File: config.mk
export PLATFORM = sky130hd
export DESIGN_NAME = pmem_ingress_flat
export DESIGN_NICKNAME = d
export VERILOG_FILES = /design/src/pmem_pkg.sv /design/src/pmem_if.sv /design/src/pmem_ingress.sv /design/src/flat_wrapper.sv
export VERILOG_INCLUDE_DIRS = /design/src
export SDC_FILE = /design/constraint.sdc
export NUM_CORES = 1
export LEC_CHECK = 0
export ABC_CLOCK_PERIOD_IN_PS = 1200
export BUFFER_PORTS_ARGS = -buffer_cell sky130_fd_sc_hd__buf_4
export CORE_ASPECT_RATIO = 0.5
export CORE_MARGIN = 2
export CORE_UTILIZATION = 23
export CTS_BUF_LIST = sky130_fd_sc_hd__clkbuf_8
export CTS_CLUSTER_DIAMETER = 100
export DETAILED_ROUTE_END_ITERATION = 10
export SYNTH_ARGS = -nofsm -noshare
export SYNTH_HDL_FRONTEND = slang
export SYNTH_SLANG_ARGS = --single-unit
File: constraint.sdc
create_clock -name clock -period 1.2 [get_ports clock]
set_input_delay 0.12 -clock clock [delete_from_list [all_inputs] [get_ports clock]]
set_output_delay 0.12 -clock clock [all_outputs]
set_load 0.03 [all_outputs]
File: src/pmem_cfg.svh
`ifndef PMEM_CFG_SVH
`define PMEM_CFG_SVH

// port count applies to ingress and egress alike.
`define PMEM_PORTS 2

`define PMEM_SLOTS 8
`define PMEM_BEATS 16 // longer packets keep only their first beats.

`define PMEM_SLOT_W 3
`define PMEM_BEAT_W 4
`define PMEM_PORT_W 1

`define PMEM_DATA_W 64
`define PMEM_EMPTY_W 3 // empty bytes in the last 64-bit beat.

`endif

File: src/pmem_pkg.sv
`default_nettype none

`include "pmem_cfg.svh"

package pmem_pkg;

	typedef enum logic {
		SLOT_ALLOC,
		SLOT_COMMIT
	} slot_op_e;

	typedef enum logic [2:0] {
		CTL_IDLE,
		CTL_ALLOC, // closes the handshake of an alloc or a commit.
		CTL_NOTIFY,
		CTL_TAG,
		CTL_RELEASE
	} ctrl_state_e;

	typedef enum logic [2:0] {
		ING_IDLE,
		ING_ALLOC,
		ING_GRANT,
		ING_RECV,
		ING_COMMIT
	} ing_state_e;

	// layout of tagin_data, drop in the top bit.
	typedef struct packed {
		logic drop;
		logic [`PMEM_PORT_W-1:0] port;
		logic [`PMEM_SLOT_W-1:0] slot;
	} pmem_tag_t;

endpackage

`default_nettype wire

File: src/pmem_if.sv
`timescale 1ns/100ps
`default_nettype none

`include "pmem_cfg.svh"

interface pmem_slot_if;
	import pmem_pkg::*;

	logic req;
	slot_op_e op;
	logic [`PMEM_BEAT_W-1:0] beats; // stored beats minus one.
	logic [`PMEM_EMPTY_W-1:0] empty;
	logic ack;
	logic [`PMEM_SLOT_W-1:0] slot;

	modport initiator (output req, op, beats, empty, input ack, slot);
	modport target (input req, op, beats, empty, output ack, slot);
endinterface


interface pmem_wr_if;
	logic we;
	logic [`PMEM_SLOT_W-1:0] slot;
	logic [`PMEM_BEAT_W-1:0] beat;
	logic [`PMEM_DATA_W-1:0] data;
	logic last; // records length and empty even when we is low.
	logic [`PMEM_EMPTY_W-1:0] empty;

	modport writer (output we, slot, beat, data, last, empty);
	modport target (input we, slot, beat, data, last, empty);
endinterface


`default_nettype wire

File: src/pmem_ingress.sv
`timescale 1ns/100ps
`default_nettype none

`include "pmem_cfg.svh"

module pmem_ingress (
	input  logic clock,
	input  logic rst_n,
	input  logic [`PMEM_DATA_W-1:0] packetin_data,
	input  logic packetin_valid,
	input  logic packetin_sop,
	input  logic packetin_eop,
	input  logic [`PMEM_EMPTY_W-1:0] packetin_empty,
	output logic packetin_ready,
	pmem_slot_if.initiator slot,
	pmem_wr_if.writer wr
);
	import pmem_pkg::*;

	localparam int BEAT_W = `PMEM_BEAT_W;
	localparam int BEATS = `PMEM_BEATS;

	ing_state_e state;
	logic [`PMEM_SLOT_W-1:0] own_slot;
	logic [BEAT_W-1:0] cnt;
	logic [BEAT_W-1:0] beats_q;
	logic [`PMEM_EMPTY_W-1:0] empty_q;
	logic in_pkt;
	logic full;
	logic take;

	assign packetin_ready = (state == ING_RECV);
	assign take = packetin_valid && packetin_ready && (in_pkt || packetin_sop); // stray beats drop.

	assign slot.req = (state == ING_ALLOC) || (state == ING_COMMIT);
	assign slot.op = (state == ING_COMMIT) ? SLOT_COMMIT : SLOT_ALLOC;
	assign slot.beats = beats_q;
	assign slot.empty = empty_q;

	assign wr.we = take && !full; // a full slot keeps its sixteenth beat.
	assign wr.slot = own_slot;
	assign wr.beat = cnt;
	assign wr.data = packetin_data;
	assign wr.last = take && packetin_eop;
	assign wr.empty = packetin_empty;

	always_ff @(posedge clock) begin
		if (!rst_n) begin
			state <= ING_IDLE;
			cnt <= '0;
			in_pkt <= 1'b0;
			full <= 1'b0;
		end else begin
			case (state)
				ING_IDLE: if (!slot.ack) state <= ING_ALLOC;
				ING_ALLOC: if (slot.ack) state <= ING_GRANT;
				ING_GRANT: if (!slot.ack) state <= ING_RECV;
				ING_RECV: if (take && packetin_eop) state <= ING_COMMIT;
				ING_COMMIT: if (slot.ack) state <= ING_IDLE;
				default: state <= ING_IDLE;
			endcase
			if (take) begin
				if (packetin_eop) begin
					in_pkt <= 1'b0;
					full <= 1'b0;
					cnt <= '0;
				end else begin
					in_pkt <= 1'b1;
					if (cnt == BEAT_W'(BEATS - 1))
						full <= 1'b1;
					else
						cnt <= cnt + 1'b1;
				end
			end
		end
	end

	always_ff @(posedge clock) begin
		if (state == ING_ALLOC && slot.ack)
			own_slot <= slot.slot;
		if (take && packetin_eop) begin
			beats_q <= cnt;
			empty_q <= packetin_empty;
		end
	end

endmodule

`default_nettype wire

File: src/flat_wrapper.sv
// flat-port wrapper written by rule: the top's interface ports become plain ports
module pmem_ingress_flat import pmem_pkg::*;
  (clock, rst_n, packetin_data, packetin_valid, packetin_sop, packetin_eop, packetin_empty, packetin_ready, slot_req, slot_op, slot_beats, slot_empty, slot_ack, slot_slot, wr_we, wr_slot, wr_beat, wr_data, wr_last, wr_empty);
  pmem_slot_if slot_i ();
  pmem_wr_if wr_i ();
  input  logic clock;
  input  logic rst_n;
  input  logic [`PMEM_DATA_W-1:0] packetin_data;
  input  logic packetin_valid;
  input  logic packetin_sop;
  input  logic packetin_eop;
  input  logic [`PMEM_EMPTY_W-1:0] packetin_empty;
  output logic packetin_ready;
  output wire logic [$bits(slot_i.req)-1:0] slot_req;
  output wire logic [$bits(slot_i.op)-1:0] slot_op;
  output wire logic [$bits(slot_i.beats)-1:0] slot_beats;
  output wire logic [$bits(slot_i.empty)-1:0] slot_empty;
  input wire logic [$bits(slot_i.ack)-1:0] slot_ack;
  input wire logic [$bits(slot_i.slot)-1:0] slot_slot;
  output wire logic [$bits(wr_i.we)-1:0] wr_we;
  output wire logic [$bits(wr_i.slot)-1:0] wr_slot;
  output wire logic [$bits(wr_i.beat)-1:0] wr_beat;
  output wire logic [$bits(wr_i.data)-1:0] wr_data;
  output wire logic [$bits(wr_i.last)-1:0] wr_last;
  output wire logic [$bits(wr_i.empty)-1:0] wr_empty;
  assign slot_req = slot_i.req;
  assign slot_op = slot_i.op;
  assign slot_beats = slot_i.beats;
  assign slot_empty = slot_i.empty;
  assign slot_i.ack = slot_ack;
  assign slot_i.slot = slot_slot;
  assign wr_we = wr_i.we;
  assign wr_slot = wr_i.slot;
  assign wr_beat = wr_i.beat;
  assign wr_data = wr_i.data;
  assign wr_last = wr_i.last;
  assign wr_empty = wr_i.empty;
  pmem_ingress u_core (.clock(clock), .rst_n(rst_n), .packetin_data(packetin_data), .packetin_valid(packetin_valid), .packetin_sop(packetin_sop), .packetin_eop(packetin_eop), .packetin_empty(packetin_empty), .packetin_ready(packetin_ready), .slot(slot_i), .wr(wr_i));
endmodule
### Yosys cells after proc, flatten, opt, wreduce, memory -nomap -nowiden

Index checks and enable logic that the tools add are counted.

* add/sub/neg operators: 1
* equality and inequality tests: 11
* multiplexer cells: 12
* reduce and logical (&&, ||, !) cells: 13

Operators with widths (count)
* 3-bit 2-to-1 mux: 5
* 3-bit case mux with 5 select lines: 1
* 2-bit != test, second input constant: 6
* 4-bit 2-to-1 mux: 2
* 3-bit by 2-bit equality test with 1-bit output, second input constant: 2
* 1-bit logical AND: 5
* 5-bit AND reduction: 1
* 4-bit by 1-bit adder with 4-bit output, second input constant: 1
* 4-bit equality test, second input constant: 1
* 1-bit 2-to-1 mux: 4
* 2-bit AND reduction: 2
* 3-bit by 1-bit equality test with 1-bit output, second input constant: 1
* 3-bit equality test, second input constant: 1
* 3-bit zero test: 1
* 1-bit logical OR: 2
* 2-bit nonzero test: 1
* 1-bit zero test: 1

* register bits: 19
* input port bits: 76
* output and inout bits: 86
* word-level logic and storage cells: 44

### Logic depth before layout (Yosys ltp)

* depth after elaboration: 6
* depth in mapped cells: 4
* mapped depth without buffers: 4

### Worst setup path before layout

OpenSTA, ideal clock, no wires.

* path type: register to register
* start point: register u_core.state[2]
* end point: register u_core.state[2]
* library setup time: 60 ps
* arrival: 1514 ps
* required time: 1140 ps
* setup slack: -373 ps
* cell stages (with the launch flop): 4
* buffers on the path: 0
* clock period less this slack: 1573 ps
* cells stage by stage: dfxtp_1 -> nor3b_1 -> nor2b_1 -> o21a_1

* word-level cells in the longest chain between the ends: 6
* elaborated cells between the ends (all ways): 15
* those cells by class: eq/ne: 9; mux: 1; reduce/logical: 5

Ends and longest elaborated chain
* from (decl): RTL line pmem_ingress.sv:23 `ing_state_e state;`
* from (signal assigned): RTL line pmem_ingress.sv:49 `state <= ING_IDLE;`
* from (signal assigned): RTL line pmem_ingress.sv:55 `ING_IDLE: if (!slot.ack) state <= ING_ALLOC;`
* from (signal assigned): RTL line pmem_ingress.sv:56 `ING_ALLOC: if (slot.ack) state <= ING_GRANT;`
* 3-bit by 2-bit equality test with 1-bit output: RTL line pmem_ingress.sv:32, pmem_ingress.sv:54
* 1-bit logical AND (2 in a row): RTL line pmem_ingress.sv:33 `assign take = packetin_valid && packetin_ready && (in_pkt || packetin_sop);`
* 1-bit logical AND: RTL line pmem_ingress.sv:58 `ING_RECV: if (take && packetin_eop) state <= ING_COMMIT;`
* 2-bit != test (no source line)
* 5-bit AND reduction (no source line)

Several ways; a longest one is shown, not always the timed one.
A chain may end at the register's enable or synchronous reset.

### Worst setup path after layout

* start point: register u_core.in_pkt
* end point: register u_core.state[0]

* word-level cells in the longest chain between the ends: 5

Ends and longest elaborated chain
* from (decl): RTL line pmem_ingress.sv:28 `logic in_pkt;`
* from (signal assigned): RTL line pmem_ingress.sv:51 `in_pkt <= 1'b0;`
* from (signal assigned): RTL line pmem_ingress.sv:64 `in_pkt <= 1'b0;`
* from (signal assigned): RTL line pmem_ingress.sv:68 `in_pkt <= 1'b1;`
* 1-bit logical OR: RTL line pmem_ingress.sv:33
* 1-bit logical AND: RTL line pmem_ingress.sv:33
* 1-bit logical AND: RTL line pmem_ingress.sv:58
* 2-bit != test (no source line)
* 5-bit AND reduction (no source line)
* to (signal assigned): RTL line pmem_ingress.sv:58
* to (signal assigned): RTL line pmem_ingress.sv:59 `ING_COMMIT: if (slot.ack) state <= ING_IDLE;`
* to (signal assigned): RTL line pmem_ingress.sv:60 `default: state <= ING_IDLE;`

No other way between the ends.

==> run summary <==
The run finished, with violations left. The checks that failed: setup timing. The total global routing track utilization came out at a little over a tenth.

The number of antenna violations at the first check in global routing is 0. The first-pass GRT wire length came out at about 4800 um. For this design the ratio of total power to cell area is 919 nW/um^2. The routed wire length per instance is 18.9 um. The final net count came out at between 150 and 200. Sorting the synthesized cells by area gives the leading types as buf_4 39%, edfxtp_1 23%, dfxtp_1 14%, nor3_1 1.9%, o221a_1 1.7%. In this run the top signal layer used is met4.

Summed over all nets, wire length on met3 after detailed routing comes to just under 800 um. The final count of negative-setup-slack endpoints is 12. The number of diodes is 0.

The switching power came out at 0.285 mW. In this run the horizontal extent of the chip is ~110 um. The TritonCTS clock tree is yes. Dividing the final minimum period by the clock period gives 109%.

The fmax came out at between 700 and 800 MHz. The die outline area is 6250 um^2. The clock sink total is 19. After synthesis, the share of flip-flops with an asynchronous set or reset is 0%.

For this run, design rule violations remaining after detail routing come to 0. Max-cap violations in this run came to 0. The number of placed I/O pins came out at 162. In this run switching power makes up between 20 and 25% of total power.

The reported leakage power is between 0.5 and 0.6 nW. The count of H-tree levels built during CTS is 1. The number of nets with antenna violations after detailed routing came out at 0. The first-pass iteration count of the detailed router came out at 3. The final weighted congestion of routability-driven global placement came out at 0.796. The biggest area consumer among synthesized cells is buf_4. The portion of total power attributed to combinational logic is around an eighth. The final hold violation count came to 0. The slew at the pin closest to its max-slew limit came out at 0.243 ns. The min-delay analysis places its worst path in the category input pin to flop. The clock root buffer is clkbuf_8. The post-synthesis net count came out at just over 200. At the worst endpoint, the arrival time is about 1.5 ns. The most critical setup path has its endpoint at u_core.state[0]$_SDFFE_PN0P_. Summed over all nets, the half-perimeter wirelength after detailed placement is between 2000 and 3000 um. The count of cells along the worst register-to-register path came out at 5. The wire length on met2 came out at between 1500 and 2000 um. The area of the core region is around 5400 um^2. The share of the Yosys chip area taken by registers is ~37%. The count of distinct cell types in the synthesized netlist came out at 30.

The startpoint kind of the worst setup timing path is a flop. Once placement completed, the tool counted placed cells totaling between 150 and 200. The synthesized design contains 10 enable-type register cells.

The initialized floorplan defines 19 standard-cell rows. The top fanout value on the critical path came out at 11. The endpoint of the worst register-to-register path is u_core.state[0]$_SDFFE_PN0P_.

Total power for the finished layout comes to around 1.3 mW. Among all flip-flop cells after synthesis, the most frequent one is edfxtp_1. For the worst setup path, the data required time is 1.35 ns.

The critical setup path kind is flop to flop. The setup slack after layout came out at -0.102 ns. The setup TNS came out at -0.492 ns. The maximum number of pins on one net before global-route repair came out at 12. The starting DRC count in detailed routing came out at 13. The sequential power share came out at between 50% and 60%.

The part of the power in the clock network came out at about a third. The endpoint type of the worst setup path is a flop. In this run the critical register-to-register path is launched from u_core.in_pkt$_SDFFE_PN0P_. VDD sags by at most around 0.00054 V. The overall routed net length is ~3400 um. Headroom to the max-slew limit came out at between 80% and 90%. Excluding fillers, the count of instances in the completed layout stands at approximately 180. The number of register bits inferred by synthesis came out at 19. The cell internal power dissipation came out at between 0.9 and 1 mW. The total routed wire length on the met1 layer is 796 um. The via count of the first global-routing pass is 706. At the later pin of the worst-skew pair, clock insertion delay measures between 0.2 and 0.3 ns. Dividing the synthesized area by the synthesized cell count gives roughly 10 um^2. The initial cell density of the core is 23.6%. The vias per cell is between 4 and 5. The area growth from synthesis to layout is 7.39%. The count of buffers inserted at the top-level ports came out at 33. The number of clock buffers inserted by TritonCTS is 3. The via count of the routed design came out at roughly 740.

The time the worst path needs with I/O delays and setup came out at approximately 1.3 ns. After synthesis the cells add up to around 1300 um^2. The total global routing overflow is 0.

Setup repair after global routing could not meet its margin everywhere. The die is about 57 um tall. Prior to clock tree synthesis, the placed netlist has a worst setup slack of between 0.01 and 0.015 ns. The maximum root-to-sink buffer count came out at 2.

The largest clock skew in the final design came out at 0.00550 ns. Setup slack on the worst reg-to-reg path comes out at -0.10 ns. In this run the biggest area consumer among cell types represents 39.1% of the synthesized area. In this run the worst setup path begins at u_core.in_pkt$_SDFFE_PN0P_. After clock tree synthesis, the clock-pin slew on the worst setup and hold paths is about 0.070 ns. The share of final-layout standard cells stronger than drive strength 1 came out at 62.4%. After technology mapping, the gate count stands at approximately 130. The max-slew violation count was 0. The Yosys step of the flow raised 0 warnings.
==> timing repair <==
item | in CTS | in global routing
setup buffers | 5 | 1
hold buffers | 0 | 0
resized for setup | 7 | 17
pin swaps | 3 | 4
setup endpoints to repair | 5 | 20
==> state kept, by name (all words and copies together) (netlist names) <==
register           flops
u_core.state           3
u_core.slot.beats      4
u_core.wr.beat         4
u_core.full            1
u_core.in_pkt          1
u_core.wr.slot         3
u_core.slot.empty      3
==> cell type report <==
cell class / instances / area [um^2]
Clock inverter: 1 / 3.75
Fill cell: 570 / 4060
Timing Repair Buffer: 43 / 369
Inverter: 4 / 17.5
Multi-Input combinational cell: 39 / 362
Tap cell: 73 / 91.3
Clock buffer: 3 / 41.3
Sequential cell: 19 / 498
==> Yosys cell counts (all sizes together), types with 2 or more instances <==
cell / count
nor2: 2
nand3: 2
o221a: 2
dfxtp: 9
a21oi: 2
nand2: 6
nand3b: 2
nor3: 6
inv: 4
o22ai: 2
o21a: 2
buf: 67
edfxtp: 10
==> cells in the final DEF (no fill, tap or decap), types with 2 or more instances in the layout <==
cell type and n:
buf_4 34, edfxtp_1 10, buf_6 7, nand2_1 5, dfxtp_2 5, inv_1 4, nor3_1 3, clkbuf_8 3
dfxtp_4 3, nor3_2 2, o221a_1 2, a21oi_1 2, o22ai_1 2
==> kinds of logic after synthesis <==
family                   synth area share, %
AO/OA/AOI/OAI                           9.62
XOR/XNOR                               0.680
adder cells (fa/ha/maj)                0.972
buffers and inverters                   40.2
flip-flops                              37.3
AND/OR/NAND/NOR                         11.2
==> worst max-delay path: stages, from the launching register on <==
cell and delay [ns]:
dfxtp_4 0.36, o21ai_4 0.18, nor3_4 0.07, buf_12 0.13, buf_6 0.14, a2111oi_4 0.31
==> stage by stage <==
step / hold WS [ns] / utilization (%) / cell area (um^2)
global route: 0.0355 / 25.4 / 1380
global placement: 0.240 / 21.8 / 1180
finish: 0.0467 / 25.4 / 1380
CTS: 0.0405 / 23.7 / 1290
detailed placement: 0.240 / 21.8 / 1180
floorplan: 0.205 / - / 1310
==> how the worst min path moves through the flow <==
stage | start | end | slack [ns] | depth (start not counted)
detailed placement | packetin_data[1] | wr_data[1] | 0.24 | 0
floorplan | slot_ack | u_core.state[0]$_SDFFE_PN0P_ | 0.20 | 1
global placement | packetin_data[1] | wr_data[1] | 0.24 | 0
global route | slot_slot[0] | u_core.wr.slot[0]$_DFFE_PP_ | 0.04 | 1
finish | slot_slot[0] | u_core.wr.slot[0]$_DFFE_PP_ | 0.05 | 1
CTS | slot_slot[0] | u_core.wr.slot[0]$_DFFE_PP_ | 0.04 | 1
==> power groups by stage <==
stage	registers (mW)	logic (mW)	clock network [mW]
detailed placement	0.714	0.124	0
global route	0.693	0.163	0.463
CTS	0.694	0.141	0.437
finish	0.692	0.152	0.426
global placement	0.714	0.122	0
floorplan	0.720	0.455	0
==> metal layers <==
metal  vias up  track usage (%)
li1        329                -
met1       346             6.83
met2        65             19.0
met3         4             12.3
met4         0             4.34
met5         -                0
Note: power is estimated with default switching activity, not from simulation.
