[config.mk]
export PLATFORM = sky130hd
export DESIGN_NAME = pmem_egress_flat
export DESIGN_NICKNAME = d
export VERILOG_FILES = /design/src/pmem_if.sv /design/src/pmem_egress.sv /design/src/flat_wrapper.sv
export VERILOG_INCLUDE_DIRS = /design/src
export SDC_FILE = /design/constraint.sdc
export NUM_CORES = 1
export LEC_CHECK = 0
export ABC_AREA = 1
export BUFFER_PORTS_ARGS = -buffer_cell sky130_fd_sc_hd__buf_2
export CORE_UTILIZATION = 30
export CTS_CLUSTER_DIAMETER = 40
export CTS_CLUSTER_SIZE = 30
export DETAILED_ROUTE_END_ITERATION = 10
export HOLD_SLACK_MARGIN = 0.05
export SYNTH_ARGS = -nofsm -noshare
export SYNTH_HDL_FRONTEND = slang
export SYNTH_SLANG_ARGS = --single-unit
export TNS_END_PERCENT = 100
[constraint.sdc]
create_clock -name clock -period 5.61 [get_ports clock]
set_clock_uncertainty 0.05 [all_clocks]
set_input_delay 1.122 -clock clock [delete_from_list [all_inputs] [get_ports clock]]
set_output_delay 1.122 -clock clock [all_outputs]
set_load 0.01 [all_outputs]
[src/pmem_cfg.svh]
`ifndef PMEM_CFG_SVH
`define PMEM_CFG_SVH

// port count applies to ingress and egress alike.
`define PMEM_PORTS 2

`define PMEM_SLOTS 8
`define PMEM_BEATS 16 // longer packets keep only their first beats.

`define PMEM_SLOT_W 3
`define PMEM_BEAT_W 4
`define PMEM_PORT_W 1

`define PMEM_DATA_W 64
`define PMEM_EMPTY_W 3 // empty bytes in the last 64-bit beat.

`endif

[src/pmem_if.sv]
`timescale 1ns/100ps
`default_nettype none

`include "pmem_cfg.svh"


interface pmem_xmit_if;
	logic req;
	logic [`PMEM_SLOT_W-1:0] slot;
	logic ack;

	modport initiator (output req, slot, input ack);
	modport target (input req, slot, output ack);
endinterface


interface pmem_rd_if;
	logic [`PMEM_SLOT_W-1:0] slot;
	logic [`PMEM_BEAT_W-1:0] beat;
	logic [`PMEM_DATA_W-1:0] data;
	logic [`PMEM_BEAT_W-1:0] len;
	logic [`PMEM_EMPTY_W-1:0] empty;

	modport reader (output slot, beat, input data, len, empty);
	modport target (input slot, beat, output data, len, empty);
endinterface

`default_nettype wire

[src/pmem_egress.sv]
`timescale 1ns/100ps
`default_nettype none

`include "pmem_cfg.svh"

module pmem_egress (
	input  logic clock,
	input  logic rst_n,
	pmem_xmit_if.target xmit,
	pmem_rd_if.reader rd,
	output logic [`PMEM_DATA_W-1:0] transmitout_data,
	output logic transmitout_valid,
	output logic transmitout_sop,
	output logic transmitout_eop,
	output logic [`PMEM_EMPTY_W-1:0] transmitout_empty,
	input  logic transmitout_ready
);
	localparam int BEAT_W = `PMEM_BEAT_W;

	logic [BEAT_W:0] next_beat; // the extra bit ends the slot after beat fifteen.
	logic [BEAT_W-1:0] iss_beat;
	logic iss_q;
	logic issue;
	logic pop;
	logic ack_q;
	logic [1:0] cnt;
	logic [2:0] fill;
	logic wptr;
	logic rptr;
	logic [`PMEM_DATA_W-1:0] sk_data [2];
	logic sk_sop [2];
	logic sk_eop [2];
	logic [`PMEM_EMPTY_W-1:0] sk_empty [2];

	assign pop = transmitout_valid && transmitout_ready;
	assign fill = {1'b0, cnt} + {2'b0, iss_q} - {2'b0, pop}; // entries held after this edge.

	// beat 0 goes out before the length is known.
	assign issue = xmit.req && !ack_q && fill < 3'd2
		&& (next_beat == '0 || next_beat <= {1'b0, rd.len});

	assign rd.slot = xmit.slot;
	assign rd.beat = next_beat[BEAT_W-1:0];
	assign xmit.ack = ack_q;

	assign transmitout_valid = (cnt != 2'd0);
	assign transmitout_data = sk_data[rptr];
	assign transmitout_sop = sk_sop[rptr];
	assign transmitout_eop = sk_eop[rptr];
	assign transmitout_empty = sk_empty[rptr];

	always_ff @(posedge clock) begin
		if (!rst_n) begin
			next_beat <= '0;
			iss_q <= 1'b0;
			ack_q <= 1'b0;
			cnt <= 2'd0;
			wptr <= 1'b0;
			rptr <= 1'b0;
		end else begin
			iss_q <= issue;
			if (issue)
				next_beat <= next_beat + 1'b1;
			if (iss_q)
				wptr <= ~wptr;
			if (pop)
				rptr <= ~rptr;
			cnt <= cnt + {1'b0, iss_q} - {1'b0, pop};
			if (pop && sk_eop[rptr]) begin
				ack_q <= 1'b1;
			end else if (ack_q && !xmit.req) begin
				ack_q <= 1'b0;
				next_beat <= '0;
			end
		end
	end

	always_ff @(posedge clock) begin
		if (issue)
			iss_beat <= rd.beat;
		if (iss_q) begin
			sk_data[wptr] <= rd.data;
			sk_sop[wptr] <= (iss_beat == '0);
			sk_eop[wptr] <= (iss_beat == rd.len);
			sk_empty[wptr] <= (iss_beat == rd.len) ? rd.empty : '0;
		end
	end

endmodule

`default_nettype wire

[src/flat_wrapper.sv]
// flat-port wrapper written by rule: the top's interface ports become plain ports
module pmem_egress_flat 
  (clock, rst_n, transmitout_data, transmitout_valid, transmitout_sop, transmitout_eop, transmitout_empty, transmitout_ready, xmit_req, xmit_slot, xmit_ack, rd_slot, rd_beat, rd_data, rd_len, rd_empty);
  pmem_xmit_if xmit_i ();
  pmem_rd_if rd_i ();
  input  logic clock;
  input  logic rst_n;
  output logic [`PMEM_DATA_W-1:0] transmitout_data;
  output logic transmitout_valid;
  output logic transmitout_sop;
  output logic transmitout_eop;
  output logic [`PMEM_EMPTY_W-1:0] transmitout_empty;
  input  logic transmitout_ready;
  input wire logic [$bits(xmit_i.req)-1:0] xmit_req;
  input wire logic [$bits(xmit_i.slot)-1:0] xmit_slot;
  output wire logic [$bits(xmit_i.ack)-1:0] xmit_ack;
  output wire logic [$bits(rd_i.slot)-1:0] rd_slot;
  output wire logic [$bits(rd_i.beat)-1:0] rd_beat;
  input wire logic [$bits(rd_i.data)-1:0] rd_data;
  input wire logic [$bits(rd_i.len)-1:0] rd_len;
  input wire logic [$bits(rd_i.empty)-1:0] rd_empty;
  assign xmit_i.req = xmit_req;
  assign xmit_i.slot = xmit_slot;
  assign xmit_ack = xmit_i.ack;
  assign rd_slot = rd_i.slot;
  assign rd_beat = rd_i.beat;
  assign rd_i.data = rd_data;
  assign rd_i.len = rd_len;
  assign rd_i.empty = rd_empty;
  pmem_egress u_core (.clock(clock), .rst_n(rst_n), .xmit(xmit_i), .rd(rd_i), .transmitout_data(transmitout_data), .transmitout_valid(transmitout_valid), .transmitout_sop(transmitout_sop), .transmitout_eop(transmitout_eop), .transmitout_empty(transmitout_empty), .transmitout_ready(transmitout_ready));
endmodule
## Word-level counts from Yosys, hierarchy flattened

Memory sizes are Yosys's and may differ from the RTL's. A register that Yosys moved wholly into a read port is not among the register bits.
Cells that the tools add are included.

- Register bits: 15
- Logic and storage cells: 50
- Memory bits (read-only): 0
- Memories kept: 4
- Input port bits: 78
- Output and inout bits: 78
- Latch bits: 0
- Memory bits (writable): 138

- Bitwise operators: 2
- Shift-type cells: 0
- Multiplexer cells: 16
- Multiply operators: 0
- Magnitude comparators: 2
- Add/sub/neg operators: 5
- Reduce and logical (&&, ||, !) cells: 13
- Div/mod/pow operators: 0
- Eq/ne operators: 1

Memory list:

| name | words | width | read ports | clocked after Yosys merged registers in | wr ports | RTL line | RTL |
|---|---|---|---|---|---|---|---|
| u_core.sk_data | 2 | 64 | 1 | 1 | 1 | pmem_egress.sv:30 | `` logic [`PMEM_DATA_W-1:0] sk_data [2]; `` |
| u_core.sk_empty | 2 | 3 | 1 | 1 | 1 | pmem_egress.sv:33 | `` logic [`PMEM_EMPTY_W-1:0] sk_empty [2]; `` |
| u_core.sk_eop | 2 | 1 | 1 | 1 | 1 | pmem_egress.sv:32 | `logic sk_eop [2];` |
| u_core.sk_sop | 2 | 1 | 1 | 1 | 1 | pmem_egress.sv:31 | `logic sk_sop [2];` |

Operator list:

| cell | number |
|---|---|
| 5-bit two-way mux | 3 |
| 1-bit two-way mux | 12 |
| 1-bit logical AND | 6 |
| 5-bit by 1-bit adder with 5-bit output, second input constant | 1 |
| 5-bit by 4-bit less-or-equal comparator with 1-bit output | 1 |
| 5-bit logical NOT | 1 |
| 4-bit equality test | 1 |
| 4-bit logical NOT | 1 |
| 2-bit nonzero test | 2 |
| 2-bit by 1-bit adder with 3-bit output | 1 |
| 3-bit by 2-bit < comparator with 1-bit output, second input constant | 1 |
| 3-bit two-way mux | 1 |
| 3-bit by 1-bit subtractor with 3-bit output | 1 |
| 2-bit by 1-bit adder with 2-bit output | 1 |
| 1-bit logical NOT | 2 |
| 1-bit inverter | 2 |
| 2-bit by 1-bit subtractor with 2-bit output | 1 |
| 1-bit logical OR | 1 |

## Depth between registers and ports, before layout

- Depth in word-level cells: 9
- Gate-level depth with buffers: 14

## Worst setup path after synthesis

Ideal clock, no wire load.

- Kind: register -> register
- Start point: register u_core.iss_q
- End point: memory u_core.sk_data[0][0] (netlist name), enable pin
- Buffers on the path: 0
- Stages on the path, launching flop included: 3
- Required time: 5.063 ns
- Arrival time: 3.305 ns
- Clock period less this slack: 3.852 ns
- Path slack: 1.758 ns
- Cells stage by stage: dfxtp_1 > inv_1 > nor2_1

- Word-level cells in the longest chain between the ends: 2

RTL lines:

| element | RTL line | RTL |
|---|---|---|
| start: declaration | pmem_egress.sv:22 | `logic iss_q;` |
| start signal: assignment | pmem_egress.sv:61 | `iss_q <= issue;` |
| 1-bit two-way mux | pmem_egress.sv:81 | `if (iss_q) begin` |
| 1-bit two-way mux (implied by the code) | pmem_egress.sv:82 | `sk_data[wptr] <= rd.data;` |
| end: declaration | pmem_egress.sv:30 |  |

No other way between the ends.

==> impl_metrics.xml <==
<?xml version="1.0" encoding="UTF-8"?>
<metrics>
  <group name="synthesis">
    <metric name="synth_top_cells_by_area" unit="">edfxtp_1, nand2_1, dfxtp_1, ha_1, inv_1</metric>
    <metric name="synthCells" unit="">491</metric>
    <metric name="fraction_of_post_synthesis_cell_area_in_the_top_cell_type_by_area" unit="%">71.0</metric>
    <metric name="library_cell_with_the_largest_summed_area_after_synthesis" unit="">edfxtp_1</metric>
    <metric name="mapped_area" unit="um2">6010</metric>
    <metric name="synth_seq_area_share" unit="%">75.0</metric>
    <metric name="yosys.cell_types.count" unit="">28</metric>
    <metric name="synthesis.nets" unit="">577</metric>
    <metric name="postSynthAreaPerCell" unit="um2">12.2</metric>
    <metric name="synthesis.yosys.warnings" unit="">0</metric>
    <metric name="yosys_register_bits" unit="">154</metric>
  </group>
  <group name="detailed_routing">
    <metric name="finalWirelength" unit="um">11900</metric>
    <metric name="detail_route.first_pass.iterations" unit="">4</metric>
    <metric name="route.vias.total" unit="">3739</metric>
    <metric name="avgViaCountPerCell" unit="">4.08</metric>
    <metric name="drc_errors" unit="">0</metric>
    <metric name="first_iter_violations" unit="">123</metric>
    <metric name="wl_per_cell" unit="um">13.0</metric>
    <metric name="ant_nets" unit="">0</metric>
  </group>
  <group name="grt">
    <metric name="global_route.usage.met3" unit="%">3.97</metric>
    <metric name="grt_use_met1" unit="%">14.2</metric>
    <metric name="via_count_of_the_first_global_routing_pass" unit="">3524</metric>
    <metric name="maximum_number_of_pins_on_one_net_before_global_route_repair" unit="">70</metric>
    <metric name="globalRouteMet2Util" unit="%">20.1</metric>
    <metric name="grt_util_all_layers" unit="%">11.9</metric>
    <metric name="top_usage_layer" unit="">met2</metric>
    <metric name="wire_length_of_the_first_global_routing_pass" unit="um">17900</metric>
    <metric name="grt_overflow" unit="">0</metric>
    <metric name="number_of_antenna_violations_at_the_first_check_in_global_routing" unit="">1</metric>
  </group>
  <group name="final_layout">
    <metric name="mostFrequentLayoutCell" unit="">nand2_1</metric>
    <metric name="finish.cell_count_without_fillers" unit="">917</metric>
    <metric name="antenna_cells_inserted" unit="">0</metric>
    <metric name="design.final.nets" unit="">726</metric>
    <metric name="drive_gt1_share" unit="%">30.4</metric>
    <metric name="layout_common_cells" unit="">nand2_1, buf_2, edfxtp_1, inv_1, nor2_1</metric>
    <metric name="areaGrowthSynthToFinish" unit="%">25.4</metric>
  </group>
  <group name="floorplanning">
    <metric name="floorplan.die.height" unit="um">144</metric>
    <metric name="die_w" unit="um">144</metric>
    <metric name="initial_utilization" unit="%">30.8</metric>
    <metric name="die_ar" unit="um2">20600</metric>
    <metric name="core_region_area" unit="um2">19500</metric>
    <metric name="floorplan.rows" unit="">51</metric>
    <metric name="top_level_ports" unit="">156</metric>
  </group>
  <group name="critical_path">
    <metric name="cp_slowest_stage_delay" unit="ns">0.79</metric>
    <metric name="rr_startpoint" unit="">u_core.cnt[1]$_SDFF_PN0_</metric>
    <metric name="r2r_cells" unit="">12</metric>
    <metric name="critical_path.slowest_cell" unit="">clkinv_2</metric>
    <metric name="worstReg2RegEnd" unit="">u_core.iss_beat[2]$_DFFE_PP_</metric>
    <metric name="critical_path_buf_inv_count" unit="">2</metric>
    <metric name="worstSetupStartpointType" unit="">flop</metric>
    <metric name="arrival" unit="ns">2.11</metric>
    <metric name="rrSetupSlack" unit="ns">3.14</metric>
    <metric name="endpoint_kind" unit="">primary output</metric>
    <metric name="worstPathCellList" unit="">clkinv_2 -&gt; nand2_1 -&gt; nand2_1 -&gt; buf_2</metric>
    <metric name="critPathMostFrequentCell" unit="">nand2_1</metric>
    <metric name="timing.critical_path.fanout_max" unit="">69</metric>
    <metric name="critical_path_required" unit="ns">4.44</metric>
    <metric name="worstSetupPathType" unit="">reg -&gt; out</metric>
    <metric name="cpLargestDelayFamily" unit="">buffers and inverters</metric>
  </group>
  <group name="clock_tree">
    <metric name="tritoncts_num_sinks" unit="">154</metric>
    <metric name="cts_hold_repair.buffers" unit="">0</metric>
    <metric name="clkTransAtPathRegs" unit="ns">0.05</metric>
    <metric name="clock_path_buffers" unit="">2</metric>
    <metric name="numCtsBuffers" unit="">17</metric>
    <metric name="clock_tree.root_cell" unit="">clkbuf_16</metric>
    <metric name="post_cts_resized" unit="">0</metric>
    <metric name="cts_tree" unit="">built</metric>
    <metric name="insertion_delay_of_the_later_clocked_pin_in_the_worst_skew_pair" unit="ns">0.41</metric>
    <metric name="clock_tree.htree_level_count" unit="">4</metric>
    <metric name="post_cts_setup_buffer_count" unit="">0</metric>
  </group>
  <group name="flow_run">
    <metric name="max_cap_viol_count" unit="">0</metric>
  </group>
  <group name="placed_design">
    <metric name="dpl.cell_count" unit="">886</metric>
    <metric name="port_buffers" unit="">149</metric>
    <metric name="dpl.hpwl" unit="um">7240</metric>
    <metric name="gp_congestion" unit="">0.718</metric>
  </group>
  <group name="pwr">
    <metric name="worst_ir_drop_vdd" unit="mV">0.248</metric>
    <metric name="cellLeakagePower" unit="nW">3.20</metric>
    <metric name="power-per-cell-area" unit="nW/um2">474</metric>
    <metric name="power.total" unit="W">0.00357</metric>
  </group>
  <group name="sta">
    <metric name="max_freq" unit="MHz">305</metric>
    <metric name="worst-slew-pin-transition" unit="ns">1.07</metric>
    <metric name="timing.final.setup_violations" unit="">0</metric>
    <metric name="final_period_minus_worst_setup_slack" unit="ns">3.28</metric>
    <metric name="totalNegativeSetupSlack" unit="ns">0</metric>
    <metric name="timing.final.max_slew_violations" unit="">0</metric>
    <metric name="finalHoldWorstSlack" unit="ns">0.405</metric>
    <metric name="final_min_period_over_clock_period" unit="%">58.5</metric>
    <metric name="rsz_0062_raised_after_global_routing" unit="">no</metric>
    <metric name="hold_viol_final" unit="">0</metric>
    <metric name="slew_headroom" unit="%">28.4</metric>
  </group>
  <group name="worst_hold_path">
    <metric name="min_path_type" unit="">reg -&gt; reg</metric>
    <metric name="hp-start" unit="">u_core.rptr$_SDFFE_PN0P_</metric>
    <metric name="holdPathStages" unit="">1</metric>
  </group>
  <group name="status">
    <metric name="outcome" unit="">finished, final reports clean</metric>
  </group>
</metrics>
[stage by stage]
step                setup slack [ns]  util, %  area [um2]
finish                          2.33     38.6        7530
CTS                             2.20     38.6        7530
floorplan                       1.76        -        6010
global placement                2.56     35.8        6990
global route                    2.07     38.6        7530
detailed placement              2.51     35.8        6990
[logic make-up after synthesis]
| logic type | synth area share, % |
|---|---|
| flip-flops | 75.0 |
| XOR/XNOR | 0.729 |
| AO/OA/AOI/OAI | 1.29 |
| AND/OR/NAND/NOR | 17.4 |
| adder cells (fa/ha/maj) | 1.79 |
| buffers and inverters | 3.77 |
[cell usage after synthesis]
master / n
a21oi_1: 6
a21oi_2: 3
a21oi_4: 1
buf_2: 6
buf_4: 7
buf_6: 1
clkbuf_1: 8
clkinv_2: 1
dfxtp_1: 12
edfxtp_1: 142
fa_1: 1
ha_1: 7
inv_1: 22
inv_2: 4
nand2_1: 223
nand2_2: 6
nand2_4: 2
nand3_1: 4
nand3b_1: 2
nor2_1: 22
nor2_2: 1
nor3_1: 1
nor4_1: 1
o21ai_0: 1
or2_2: 1
or2_4: 1
xnor2_1: 1
xor2_1: 4
[flip-flops by register name (all words and copies together), names as in the netlist, named ones only]
name              flops
u_core.sk_data      128
u_core.wptr           1
u_core.rptr           1
u_core.iss_q          1
u_core.next_beat      5
u_core.xmit.ack       1
u_core.iss_beat       4
u_core.sk_empty       6
u_core.sk_eop         2
u_core.sk_sop         2
u_core.cnt            2
[final cells by class]
class                   instances  area [um2]
well taps                     265         332
repair buffers                152         768
clock buffers                  21         440
flip-flops and latches        154        4510
clock inverters                10         103
inverters                      27         103
fillers                      1906       12000
multi-input cells             288        1280
[power by group]
group | leakage [nW] | switching (W) | total [W] | internal, W
combinational | 1.56 | 0.000628 | 0.000957 | 0.000329
sequential | 1.40 | 0.0000620 | 0.00156 | 0.00150
clock | 0.253 | 0.000408 | 0.00105 | 0.000645
[worst reg2reg max path, delay by kind of cell, from the launching register on]
| family | cells | cell delay [ns] |
|---|---|---|
| adder cells (fa/ha/maj) | 2 | 0.66 |
| flip-flops | 1 | 0.34 |
| AND/OR/NAND/NOR | 6 | 0.66 |
| XOR/XNOR | 1 | 0.17 |
| buffers and inverters | 3 | 0.30 |
[worst max-delay path by stage]
stage,startpoint,endpoint,cells past startpoint
floorplan,u_core.iss_q$_SDFF_PN0_,u_core.sk_data[0][0]$_DFFE_PP_,2
global placement,transmitout_ready,u_core.iss_beat[2]$_DFFE_PP_,12
detailed placement,transmitout_ready,u_core.iss_beat[2]$_DFFE_PP_,12
CTS,flop,transmitout_eop,4
global route,flop,transmitout_data[26],4
finish,flop,transmitout_empty[2],4
[metal layers]
metal	up-vias	wire (um)	share of wire [%]
met4	2	80	0.67
met1	1722	5490	46
met5	-	13	0.11
met2	99	5690	48
li1	1909	-	-
met3	7	634	5.3
Power figures use the tool's default switching activity.
